$ cat src/hdl/vec_cfg_pkg.sv
////////////////////
// Vector configuration definitions
// Sizes, element width and LMUL encodings, vtype and CSR addresses
////////////////////

package vec_cfg_pkg;

  // Architecture sizes
  localparam int unsigned VLEN    = 256;
  localparam int unsigned VLENB   = VLEN / 8;
  localparam int unsigned ELEN    = 32;
  localparam int unsigned NR_VREG = 32;
  localparam int unsigned NR_INSN = 4;

  typedef logic [$clog2(VLEN):0]      vlen_t;
  typedef logic [$clog2(NR_VREG)-1:0] vreg_t;
  typedef logic [$clog2(NR_INSN)-1:0] insn_id_t;
  typedef logic [ELEN-1:0]            elen_t;

  typedef enum logic [2:0] {
    EW_8  = 3'd0,
    EW_16 = 3'd1,
    EW_32 = 3'd2,
    EW_64 = 3'd3
  } vew_e;

  // RVV encoding, fractional values read as negative log2
  typedef enum logic [2:0] {
    LMUL_1   = 3'd0,
    LMUL_2   = 3'd1,
    LMUL_4   = 3'd2,
    LMUL_8   = 3'd3,
    LMUL_RES = 3'd4,
    LMUL_F8  = 3'd5,
    LMUL_F4  = 3'd6,
    LMUL_F2  = 3'd7
  } vlmul_e;

  typedef struct packed {
    logic   vill;
    vlmul_e vlmul;
    vew_e   vsew;
  } vtype_t;

  // Value loaded on reset and by a rejected vsetvl
  localparam vtype_t VTYPE_ILL = '{vill: 1'b1, vlmul: LMUL_1, vsew: EW_8};

  typedef enum logic [11:0] {
    CSR_VSTART = 12'h008,
    CSR_VL     = 12'hC20,
    CSR_VTYPE  = 12'hC21,
    CSR_VLENB  = 12'hC22
  } csr_addr_e;

  typedef struct packed {
    vlen_t  vl;
    vlen_t  vstart;
    vtype_t vtype;
  } csr_state_t;

endpackage

$ cat src/hdl/vec_req_pkg.sv
////////////////////
// Request and response types
// Structs exchanged with the core, the units and the scoreboard
////////////////////

package vec_req_pkg;

  import vec_cfg_pkg::*;

  typedef enum logic [3:0] {
    VSETVL  = 4'd0,
    CSR_RD  = 4'd1,
    CSR_WR  = 4'd2,
    CSR_SET = 4'd3,
    CSR_CLR = 4'd4,
    V_ARITH = 4'd5,
    V_LOAD  = 4'd6,
    V_STORE = 4'd7,
    V_SLIDE = 4'd8
  } op_e;

  // CON stays inside the controller, the others are execution units
  typedef enum logic [1:0] {
    CON = 2'd0,
    VFU = 2'd1,
    LSU = 2'd2,
    SLD = 2'd3
  } unit_e;

  localparam int unsigned NR_UNITS = 3;

  typedef struct packed {
    op_e       op;
    vreg_t     vd;
    vreg_t     vs1;
    vreg_t     vs2;
    logic      use_vd_src;
    elen_t     rs1;
    logic [4:0] rd;
    csr_addr_e csr_addr;
    vtype_t    vtype;
  } issue_req_t;

  typedef struct packed {
    logic accept;
    logic writeback;
    logic loadstore;
  } issue_resp_t;

  typedef struct packed {
    logic [4:0] rd;
    elen_t      data;
  } result_t;

  // Scalar operand and CSR address ride along for the CSR file
  typedef struct packed {
    op_e       op;
    unit_e     unit;
    insn_id_t  id;
    vreg_t     vd;
    vreg_t     vs1;
    vreg_t     vs2;
    logic      use_vs1;
    logic      use_vs2;
    logic      use_vd;
    logic      vd_is_src;
    vlen_t     vl;
    vlen_t     vstart;
    vtype_t    vtype;
    elen_t     rs1;
    csr_addr_e csr_addr;
  } unit_req_t;

  typedef struct packed {
    insn_id_t id;
  } unit_rsp_t;

  // Dispatched request, valid for one cycle
  typedef struct packed {
    logic      valid;
    unit_req_t req;
  } issue_strobe_t;

endpackage

$ cat src/hdl/vec_decoder.sv
////////////////////
// Instruction decoder
// Sorts an issue request into a unit class and its register usage
////////////////////

module vec_decoder (
  input  vec_req_pkg::issue_req_t  issue_req_i,
  input  logic                     vill_i,
  output vec_req_pkg::unit_req_t   unit_req_o,
  output logic                     illegal_o,
  output vec_req_pkg::issue_resp_t resp_o
);

  import vec_req_pkg::*;

  logic is_vector;

  always_comb begin : proc_decode
    unit_req_o          = '0;
    unit_req_o.op       = issue_req_i.op;
    unit_req_o.vd       = issue_req_i.vd;
    unit_req_o.vs1      = issue_req_i.vs1;
    unit_req_o.vs2      = issue_req_i.vs2;
    unit_req_o.rs1      = issue_req_i.rs1;
    unit_req_o.csr_addr = issue_req_i.csr_addr;
    unit_req_o.vtype    = issue_req_i.vtype;
    illegal_o           = 1'b0;

    case (issue_req_i.op)
      VSETVL, CSR_RD, CSR_WR, CSR_SET, CSR_CLR: unit_req_o.unit = CON;
      V_ARITH: begin
        unit_req_o.unit      = VFU;
        unit_req_o.use_vs1   = 1'b1;
        unit_req_o.use_vs2   = 1'b1;
        unit_req_o.use_vd    = 1'b1;
        unit_req_o.vd_is_src = issue_req_i.use_vd_src;
      end
      V_LOAD: begin
        unit_req_o.unit      = LSU;
        unit_req_o.use_vd    = 1'b1;
        unit_req_o.vd_is_src = issue_req_i.use_vd_src;
      end
      V_STORE: begin
        // Store data comes out of vd
        unit_req_o.unit      = LSU;
        unit_req_o.vd_is_src = 1'b1;
      end
      V_SLIDE: begin
        unit_req_o.unit      = SLD;
        unit_req_o.use_vs2   = 1'b1;
        unit_req_o.use_vd    = 1'b1;
        unit_req_o.vd_is_src = issue_req_i.use_vd_src;
      end
      default: illegal_o = 1'b1;
    endcase
  end

  assign is_vector = !illegal_o && (unit_req_o.unit != CON);

  // Vector work needs a legal vtype
  always_comb begin : proc_resp
    resp_o.accept    = !illegal_o && !(is_vector && vill_i);
    resp_o.writeback = !illegal_o && (unit_req_o.unit == CON);
    resp_o.loadstore = issue_req_i.op inside {V_LOAD, V_STORE};
  end

endmodule

$ cat src/hdl/vec_csr_file.sv
////////////////////
// Vector CSR file
// vstart, vl and vtype with vsetvl and CSR access
////////////////////

module vec_csr_file (
  input  logic                       clk_i,
  input  logic                       rst_i,
  input  vec_req_pkg::issue_strobe_t strobe_i,
  output vec_cfg_pkg::csr_state_t    csr_o,
  output vec_cfg_pkg::elen_t         result_o
);

  import vec_cfg_pkg::*;
  import vec_req_pkg::*;

  csr_state_t csr_q, csr_d;
  unit_req_t  req;
  logic       vtype_bad;
  vlen_t      vl_new;
  elen_t      rd_data;

  // Request fields are valid whenever the buffer holds one
  assign req = strobe_i.req;

  ////////////////////
  // vsetvl

  always_comb begin : proc_vsetvl
    int lmul_log;
    int vlmax;
    lmul_log  = int'($signed(req.vtype.vlmul));
    // ELEN x LMUL must still hold one element
    vtype_bad = (req.vtype.vsew > EW_32) ||
                (req.vtype.vlmul inside {LMUL_RES, LMUL_F8}) ||
                (lmul_log + $clog2(ELEN) < int'(req.vtype.vsew) + 3);

    vlmax = VLENB >> req.vtype.vsew;
    if (lmul_log < 0) begin
      vlmax = vlmax >> (-lmul_log);
    end else begin
      vlmax = vlmax << lmul_log;
    end

    // All ones in rs1 also lands on vlmax
    if (vtype_bad) begin
      vl_new = '0;
    end else if (req.rs1 == '1 || req.rs1 > elen_t'(vlmax)) begin
      vl_new = vlen_t'(vlmax);
    end else begin
      vl_new = vlen_t'(req.rs1);
    end
  end

  ////////////////////
  // State update

  always_comb begin : proc_update
    csr_d = csr_q;
    if (strobe_i.valid) begin
      case (req.op)
        VSETVL: begin
          csr_d.vl = vl_new;
          if (vtype_bad) begin
            csr_d.vtype = VTYPE_ILL;
          end else begin
            csr_d.vtype      = req.vtype;
            csr_d.vtype.vill = 1'b0;
          end
        end
        CSR_WR, CSR_SET, CSR_CLR: begin
          // Only vstart is writable
          if (req.csr_addr == CSR_VSTART) begin
            case (req.op)
              CSR_WR:  csr_d.vstart = vlen_t'(req.rs1);
              CSR_SET: csr_d.vstart = csr_q.vstart | vlen_t'(req.rs1);
              default: csr_d.vstart = csr_q.vstart & ~vlen_t'(req.rs1);
            endcase
          end
        end
        CSR_RD: ;
        default: csr_d.vstart = '0;
      endcase
    end
  end

  // CSR ops return the value before the update
  always_comb begin : proc_read
    case (req.csr_addr)
      CSR_VSTART: rd_data = elen_t'(csr_q.vstart);
      CSR_VL:     rd_data = elen_t'(csr_q.vl);
      CSR_VTYPE:  rd_data = {csr_q.vtype.vill, {(ELEN - 7){1'b0}},
                             csr_q.vtype.vsew, csr_q.vtype.vlmul};
      CSR_VLENB:  rd_data = elen_t'(VLENB);
      default:    rd_data = '0;
    endcase
  end

  assign result_o = (req.op == VSETVL) ? elen_t'(vl_new) : rd_data;
  assign csr_o    = csr_q;

  always_ff @(posedge clk_i) begin
    if (rst_i) begin
      csr_q <= '{vl: '0, vstart: '0, vtype: VTYPE_ILL};
    end else begin
      csr_q <= csr_d;
    end
  end

endmodule

$ cat src/hdl/vec_scoreboard.sv
////////////////////
// Register scoreboard
// Tracks vector register hazards and gates port enables
////////////////////

module vec_scoreboard (
  input  logic                                              clk_i,
  input  logic                                              rst_i,
  input  vec_req_pkg::issue_strobe_t                        strobe_i,
  input  logic                  [vec_req_pkg::NR_UNITS-1:0] unit_rsp_valid_i,
  input  vec_req_pkg::unit_rsp_t [vec_req_pkg::NR_UNITS-1:0] unit_rsp_i,
  input  logic                  [vec_req_pkg::NR_UNITS-1:0] sb_enable_i,
  input  vec_cfg_pkg::insn_id_t [vec_req_pkg::NR_UNITS-1:0] sb_id_i,
  input  logic                  [vec_req_pkg::NR_UNITS-1:0] sb_wrote_i,
  output logic                  [vec_req_pkg::NR_UNITS-1:0] sb_enable_o
);

  import vec_cfg_pkg::*;
  import vec_req_pkg::*;

  typedef struct packed {
    logic     valid;
    insn_id_t id;
  } owner_t;

  // Last reader and writer of each register
  owner_t [NR_VREG-1:0] rd_tab_q, rd_tab_d;
  owner_t [NR_VREG-1:0] wr_tab_q, wr_tab_d;
  // Row i holds the instructions that i waits for
  logic [NR_INSN-1:0][NR_INSN-1:0] deps_q, deps_d;
  logic [NR_INSN-1:0]              wrote_q, wrote_d;
  unit_req_t                       req;

  assign req = strobe_i.req;

  ////////////////////
  // Port gating

  always_comb begin : proc_enable
    for (int p = 0; p < NR_UNITS; p++) begin
      sb_enable_o[p] = sb_enable_i[p] && (&(~deps_q[sb_id_i[p]] | wrote_q));
    end
  end

  always_comb begin : proc_wrote
    wrote_d = '0;
    for (int p = 0; p < NR_UNITS; p++) begin
      if (sb_enable_o[p]) begin
        wrote_d[sb_id_i[p]] = wrote_d[sb_id_i[p]] | sb_wrote_i[p];
      end
    end
  end

  ////////////////////
  // Tables

  always_comb begin : proc_tables
    vreg_t [2:0] src;
    logic  [2:0] src_en;
    rd_tab_d = rd_tab_q;
    wr_tab_d = wr_tab_q;
    deps_d   = deps_q;
    src      = {req.vd, req.vs1, req.vs2};
    src_en   = {req.vd_is_src, req.use_vs1, req.use_vs2};

    // Finished instructions leave the tables
    for (int u = 0; u < NR_UNITS; u++) begin
      if (unit_rsp_valid_i[u]) begin
        for (int r = 0; r < NR_VREG; r++) begin
          if (rd_tab_q[r].valid && rd_tab_q[r].id == unit_rsp_i[u].id) begin
            rd_tab_d[r].valid = 1'b0;
          end
          if (wr_tab_q[r].valid && wr_tab_q[r].id == unit_rsp_i[u].id) begin
            wr_tab_d[r].valid = 1'b0;
          end
        end
        deps_d[unit_rsp_i[u].id] = '0;
        for (int i = 0; i < NR_INSN; i++) begin
          deps_d[i][unit_rsp_i[u].id] = 1'b0;
        end
      end
    end

    if (strobe_i.valid && req.unit != CON) begin
      // RAW on every source
      for (int s = 0; s < 3; s++) begin
        if (src_en[s] && wr_tab_d[src[s]].valid) begin
          deps_d[req.id][wr_tab_d[src[s]].id] = 1'b1;
        end
      end
      // WAW and WAR on the destination
      if (req.use_vd) begin
        if (wr_tab_d[req.vd].valid) begin
          deps_d[req.id][wr_tab_d[req.vd].id] = 1'b1;
        end
        if (rd_tab_d[req.vd].valid) begin
          deps_d[req.id][rd_tab_d[req.vd].id] = 1'b1;
        end
      end
      // Record ownership once all hazards are taken
      for (int s = 0; s < 3; s++) begin
        if (src_en[s]) begin
          rd_tab_d[src[s]] = '{valid: 1'b1, id: req.id};
        end
      end
      if (req.use_vd) begin
        wr_tab_d[req.vd] = '{valid: 1'b1, id: req.id};
      end
    end

    // No self dependency
    for (int i = 0; i < NR_INSN; i++) begin
      deps_d[i][i] = 1'b0;
    end
  end

  always_ff @(posedge clk_i) begin
    if (rst_i) begin
      rd_tab_q <= '0;
      wr_tab_q <= '0;
      deps_q   <= '0;
      wrote_q  <= '0;
    end else begin
      rd_tab_q <= rd_tab_d;
      wr_tab_q <= wr_tab_d;
      deps_q   <= deps_d;
      wrote_q  <= wrote_d;
    end
  end

endmodule

$ cat src/hdl/vec_issue.sv
////////////////////
// Issue stage
// Request buffer, id allocation, dispatch and CSR write-back
////////////////////

module vec_issue (
  input  logic                                              clk_i,
  input  logic                                              rst_i,
  input  vec_req_pkg::unit_req_t                            dec_req_i,
  input  logic                                              dec_valid_i,
  output logic                                              issue_ready_o,
  input  vec_cfg_pkg::csr_state_t                           csr_i,
  input  vec_cfg_pkg::elen_t                                csr_result_i,
  input  logic                  [4:0]                       rd_i,
  input  logic                  [vec_req_pkg::NR_UNITS-1:0] unit_ready_i,
  input  logic                  [vec_req_pkg::NR_UNITS-1:0] unit_rsp_valid_i,
  input  vec_req_pkg::unit_rsp_t [vec_req_pkg::NR_UNITS-1:0] unit_rsp_i,
  output vec_req_pkg::issue_strobe_t                        strobe_o,
  output logic                  [vec_req_pkg::NR_UNITS-1:0] unit_req_valid_o,
  output vec_req_pkg::unit_req_t                            unit_req_o,
  output logic                                              result_valid_o,
  output vec_req_pkg::result_t                              result_o,
  input  logic                                              result_ready_i
);

  import vec_cfg_pkg::*;
  import vec_req_pkg::*;

  unit_req_t          buf_req_q;
  logic [4:0]         buf_rd_q;
  logic               buf_valid_q;
  logic [NR_INSN-1:0] running_q, running_d;
  logic [NR_UNITS-1:0] unit_sel;
  insn_id_t           next_id;
  logic               id_full;
  logic               is_con;
  logic               pop;
  unit_req_t          disp_req;

  assign is_con = (buf_req_q.unit == CON);

  // One-hot target unit, empty for CON
  always_comb begin : proc_unit_sel
    for (int u = 0; u < NR_UNITS; u++) begin
      unit_sel[u] = (buf_req_q.unit == unit_e'(u + 1));
    end
  end

  // Lowest free id wins
  always_comb begin : proc_next_id
    next_id = '0;
    for (int i = NR_INSN - 1; i >= 0; i--) begin
      if (!running_q[i]) begin
        next_id = insn_id_t'(i);
      end
    end
  end

  assign id_full = &running_q;

  // CON waits for the core, vector work for its unit and an id
  assign pop = buf_valid_q &&
               (is_con ? result_ready_i : (|(unit_sel & unit_ready_i) && !id_full));
  assign issue_ready_o = !buf_valid_q || pop;

  ////////////////////
  // Dispatch

  always_comb begin : proc_dispatch
    disp_req = buf_req_q;
    if (!is_con) begin
      disp_req.id     = next_id;
      disp_req.vl     = csr_i.vl;
      disp_req.vstart = csr_i.vstart;
      // Loads and stores keep their own element width
      if (buf_req_q.unit != LSU) begin
        disp_req.vtype = csr_i.vtype;
      end
    end
  end

  always_comb begin : proc_running
    running_d = running_q;
    if (pop && !is_con) begin
      running_d[next_id] = 1'b1;
    end
    for (int u = 0; u < NR_UNITS; u++) begin
      if (unit_rsp_valid_i[u]) begin
        running_d[unit_rsp_i[u].id] = 1'b0;
      end
    end
  end

  assign strobe_o         = '{valid: pop, req: disp_req};
  assign unit_req_o       = disp_req;
  assign unit_req_valid_o = pop ? unit_sel : '0;
  assign result_valid_o   = buf_valid_q && is_con;
  assign result_o         = '{rd: buf_rd_q, data: csr_result_i};

  always_ff @(posedge clk_i) begin
    if (dec_valid_i) begin
      buf_req_q <= dec_req_i;
      buf_rd_q  <= rd_i;
    end
  end

  always_ff @(posedge clk_i) begin
    if (rst_i) begin
      buf_valid_q <= 1'b0;
      running_q   <= '0;
    end else begin
      buf_valid_q <= dec_valid_i || (buf_valid_q && !pop);
      running_q   <= running_d;
    end
  end

endmodule

$ cat src/hdl/vec_controller.sv
////////////////////
// Vector issue controller
////////////////////

module vec_controller (
  input  logic                                              clk_i,
  input  logic                                              rst_i,
  // Issue from the core
  input  logic                                              issue_valid_i,
  input  vec_req_pkg::issue_req_t                           issue_req_i,
  output logic                                              issue_ready_o,
  output vec_req_pkg::issue_resp_t                          issue_resp_o,
  // Execution units
  output logic                  [vec_req_pkg::NR_UNITS-1:0] unit_req_valid_o,
  output vec_req_pkg::unit_req_t                            unit_req_o,
  input  logic                  [vec_req_pkg::NR_UNITS-1:0] unit_ready_i,
  input  logic                  [vec_req_pkg::NR_UNITS-1:0] unit_rsp_valid_i,
  input  vec_req_pkg::unit_rsp_t [vec_req_pkg::NR_UNITS-1:0] unit_rsp_i,
  // Register file ports
  input  logic                  [vec_req_pkg::NR_UNITS-1:0] sb_enable_i,
  input  vec_cfg_pkg::insn_id_t [vec_req_pkg::NR_UNITS-1:0] sb_id_i,
  input  logic                  [vec_req_pkg::NR_UNITS-1:0] sb_wrote_i,
  output logic                  [vec_req_pkg::NR_UNITS-1:0] sb_enable_o,
  // Write-back to the core
  output logic                                              result_valid_o,
  output vec_req_pkg::result_t                              result_o,
  input  logic                                              result_ready_i
);

  import vec_cfg_pkg::*;
  import vec_req_pkg::*;

  unit_req_t     dec_req;
  logic          dec_illegal;
  logic          dec_valid;
  csr_state_t    csr_state;
  elen_t         csr_result;
  issue_strobe_t issue_strobe;

  // Only accepted transfers enter the buffer
  assign dec_valid = issue_valid_i && issue_ready_o && issue_resp_o.accept && !dec_illegal;

  vec_decoder u_decoder (
    .issue_req_i (issue_req_i),
    .vill_i      (csr_state.vtype.vill),
    .unit_req_o  (dec_req),
    .illegal_o   (dec_illegal),
    .resp_o      (issue_resp_o)
  );

  vec_csr_file u_csr_file (
    .clk_i    (clk_i),
    .rst_i    (rst_i),
    .strobe_i (issue_strobe),
    .csr_o    (csr_state),
    .result_o (csr_result)
  );

  vec_issue u_issue (
    .clk_i            (clk_i),
    .rst_i            (rst_i),
    .dec_req_i        (dec_req),
    .dec_valid_i      (dec_valid),
    .issue_ready_o    (issue_ready_o),
    .csr_i            (csr_state),
    .csr_result_i     (csr_result),
    .rd_i             (issue_req_i.rd),
    .unit_ready_i     (unit_ready_i),
    .unit_rsp_valid_i (unit_rsp_valid_i),
    .unit_rsp_i       (unit_rsp_i),
    .strobe_o         (issue_strobe),
    .unit_req_valid_o (unit_req_valid_o),
    .unit_req_o       (unit_req_o),
    .result_valid_o   (result_valid_o),
    .result_o         (result_o),
    .result_ready_i   (result_ready_i)
  );

  vec_scoreboard u_scoreboard (
    .clk_i            (clk_i),
    .rst_i            (rst_i),
    .strobe_i         (issue_strobe),
    .unit_rsp_valid_i (unit_rsp_valid_i),
    .unit_rsp_i       (unit_rsp_i),
    .sb_enable_i      (sb_enable_i),
    .sb_id_i          (sb_id_i),
    .sb_wrote_i       (sb_wrote_i),
    .sb_enable_o      (sb_enable_o)
  );

endmodule

$ cat config.mk
export PLATFORM = sky130hd
export DESIGN_NAME = vec_controller
export DESIGN_NICKNAME = d
export VERILOG_FILES = /design/src/hdl/vec_cfg_pkg.sv /design/src/hdl/vec_req_pkg.sv /design/src/hdl/vec_decoder.sv /design/src/hdl/vec_csr_file.sv /design/src/hdl/vec_scoreboard.sv /design/src/hdl/vec_issue.sv /design/src/hdl/vec_controller.sv
export SDC_FILE = /design/constraint.sdc
export NUM_CORES = 1
export LEC_CHECK = 0
export BUFFER_PORTS_ARGS = -buffer_cell sky130_fd_sc_hd__buf_4
export CAP_MARGIN = 20
export CORE_MARGIN = 4
export CORE_UTILIZATION = 47
export CTS_CLUSTER_DIAMETER = 40
export DETAILED_ROUTE_END_ITERATION = 6
export PLACE_DENSITY_LB_ADDON = 0.2
export SYNTH_ARGS = -nofsm -noshare
export SYNTH_HDL_FRONTEND = slang
export SYNTH_HIERARCHICAL = 1
export SYNTH_SLANG_ARGS = --single-unit
$ cat constraint.sdc
create_clock -name clk_i -period 17.1 [get_ports clk_i]
set_input_delay 3.42 -clock clk_i [delete_from_list [all_inputs] [get_ports clk_i]]
set_output_delay 3.42 -clock clk_i [all_outputs]
set_load 0.02 [all_outputs]
==> run summary <==
status: finished, violations left
failing checks: DRC
Max Fclk: 104 MHz
antenna violations before repair: 2
post-synth top area share: 17.9%
Mean Syn Cell Area: 8.67 sq um
crit path DAT: 6.21 ns
final non-filler cell total: 3709
area grow syn2layout: 6.76%
GP Congestion: 0.984
total power: 2.48 mW
maximum fanout along the worst path: 30
register bit total from synthesis: 339
Post-Syn Area: 26600 sq um
CTS buffer count: 68
Final Cycle Share: 56.3%
Cells after Synth: 3074
number of port buffers: 225
initial DRC count: 2556
Clock Latency Late Sink: 0.60 ns
Req. time, crit path: 13.68 ns
post-CTS setup buffer count: 0
die height: 246 microns
kind of critical path: reg -> out
TritonRoute pass-1 iters: 7
Die Width: 246 microns
commonest non-fill, non-tap cell in the layout: xnor2_1
total track usage: 30.0%
Remaining Overflow, GRT: 0
PwrDens: 87.2 nW/um^2
clk sinks: 339
crit end category: output port
most frequent cells in the layout: 327 x xnor2_1, 257 x buf_4, 254 x nor2_1
post-route minimum period: 9.63 ns
CTS Buffer Depth: 3
dpl cells: 3585
first-pass GRT wire length: 140000 microns
Hold Vio Cnt, Final: 0
Ports: 248
drt wl/cell: 25.6 microns
Max Cap Viol: 0
CP Launch Type: flop
final setup vio count: 0
nets@finish: 3050
clk_skew: 0.0253 ns
Leakage: 10.1 nW
ys async rst share: 0%
die area: 60600 sq um
cell taking the most area after synthesis: dfxtp_1
synth warn: 6
vias in the first global route: 22600
Root Driver: clkbuf_16
hold crit path type: reg -> reg
relative slew slack: 15.3%
drt via density: 6.25
worst slew pin tran: 1.27 ns
post-detail-place hpwl: 63700 microns
drt drc: 1
Top FF cell, synth: dfxtp_1
Max rail drop VDD: 0.0787 mV
share of the yosys chip area belonging to registers: 29.3%
Core ar.: 56300 sq um
synth unique cells: 97
final max-slew violation count: 0
largest net degree at the start of global routing: 96
Synth area leaders: dfxtp_1 18%, edfxtp_1 11%, xnor2_1 11%, buf_4 9.5%, mux4_2 5.5%
Initial Utilization: 47.3%
hold buffers post-CTS: 0
RSZ-0062 raised after global routing: no
clock slew at reported path FFs: 0.05 ns
CTS resizes: 0
DRT antenna net count: 0
CTS tree: built
Finished Core Util: 50.5%
routed vias: 23200
layout cell share with drive strength beyond 1: 17.1%
final WL: 94800 microns
Setup TNS: 0 ns
number of enable flip-flop cells after synthesis: 101
Rows: 87
H-tree levels: 3
==> critical path, stage by stage (launching register included) <==
cell      delay [ns]
edfxtp_1        0.85
mux2_2          0.52
inv_2           0.12
ha_1            0.55
mux2i_1         0.23
nor2_1          0.05
a31oi_1         0.15
o21ai_0         0.10
a32oi_1         0.42
ha_1            0.33
nor2b_1         0.14
o211ai_2        0.13
a21oi_1         0.08
or4_1           0.55
a222oi_1        0.40
buf_4           0.37
nor3_1          0.09
a311o_1         0.34
buf_4           0.16
==> layout make-up <==
class / instances / area [sq um]
flip-flops and latches: 339 / 7800
diodes: 2 / 5.00
clock inverters: 38 / 492
multi-input cells: 2191 / 15200
well taps: 756 / 946
fillers: 5178 / 27800
repair buffers: 258 / 1940
clock buffers: 83 / 1860
inverters: 42 / 158
==> worst paths after layout <==
kind / end / start / slack (ns) / cells after the start
max: result_o[4] / u_issue/strobe_o[90] / 7.47 / 18
min: u_scoreboard/rd_tab_q[71] / u_scoreboard/rd_tab_q[71] / 0.47 / 2
max reg2reg: u_csr_file/csr_o[19] / u_issue/strobe_o[90] / 11.56 / 17
min reg2reg: u_scoreboard/rd_tab_q[71] / u_scoreboard/rd_tab_q[71] / 0.47 / 2
==> per-layer routing <==
layer	vias up	part of all wire [%]	global-route usage, %	wire, microns
met2	1265	46	48.0	43200
met4	0	5.0	13.6	4720
met1	11300	40	39.0	38400
met3	311	8.9	6.55	8460
li1	10300	-	-	-
met5	-	0	0	0
==> power breakdown <==
group	total [mW]	internal [mW]	leakage (nW)	switching, mW
Sequential	0.850	0.839	2.84	0.0109
Combinational	0.246	0.0859	6.09	0.160
Clock	1.38	0.926	1.16	0.458
Total	2.48	1.85	10.1	0.629
==> logic make-up after synthesis <==
group                    Yosys count  share of synthesized area, %
AND/OR/NAND/NOR                  995                          18.4
buffers and inverters            606                          14.5
AO/OA/AOI/OAI                    522                          12.9
XOR/XNOR                         365                          12.0
flip-flops                       339                          29.3
multiplexers                     197                          10.6
adder cells (fa/ha/maj)           47                          2.20
other                              3                        0.0423
==> cell usage after synthesis (55+ instances only) <==
master,number
a21oi_1,175
buf_2,55
buf_4,337
clkbuf_1,135
dfxtp_1,238
edfxtp_1,101
mux2i_1,97
mux4_2,65
nand2_1,221
nand3_1,208
nand4_1,89
nor2_1,257
o21ai_0,57
xnor2_1,327
==> per-stage QoR <==
stage | hold WS (ns) | setup slack [ns] | instance area, sq um
2_1_floorplan | 0.441 | 8.65 | 26900
3_3_place_gp | 0.452 | 8.32 | 26100
3_5_place_dp | 0.464 | 8.21 | 26100
4_1_cts | 0.471 | 7.54 | 28400
5_1_grt | 0.496 | 7.16 | 28400
6_report | 0.473 | 7.47 | 28400
Note: power is estimated with default switching activity, not from simulation.
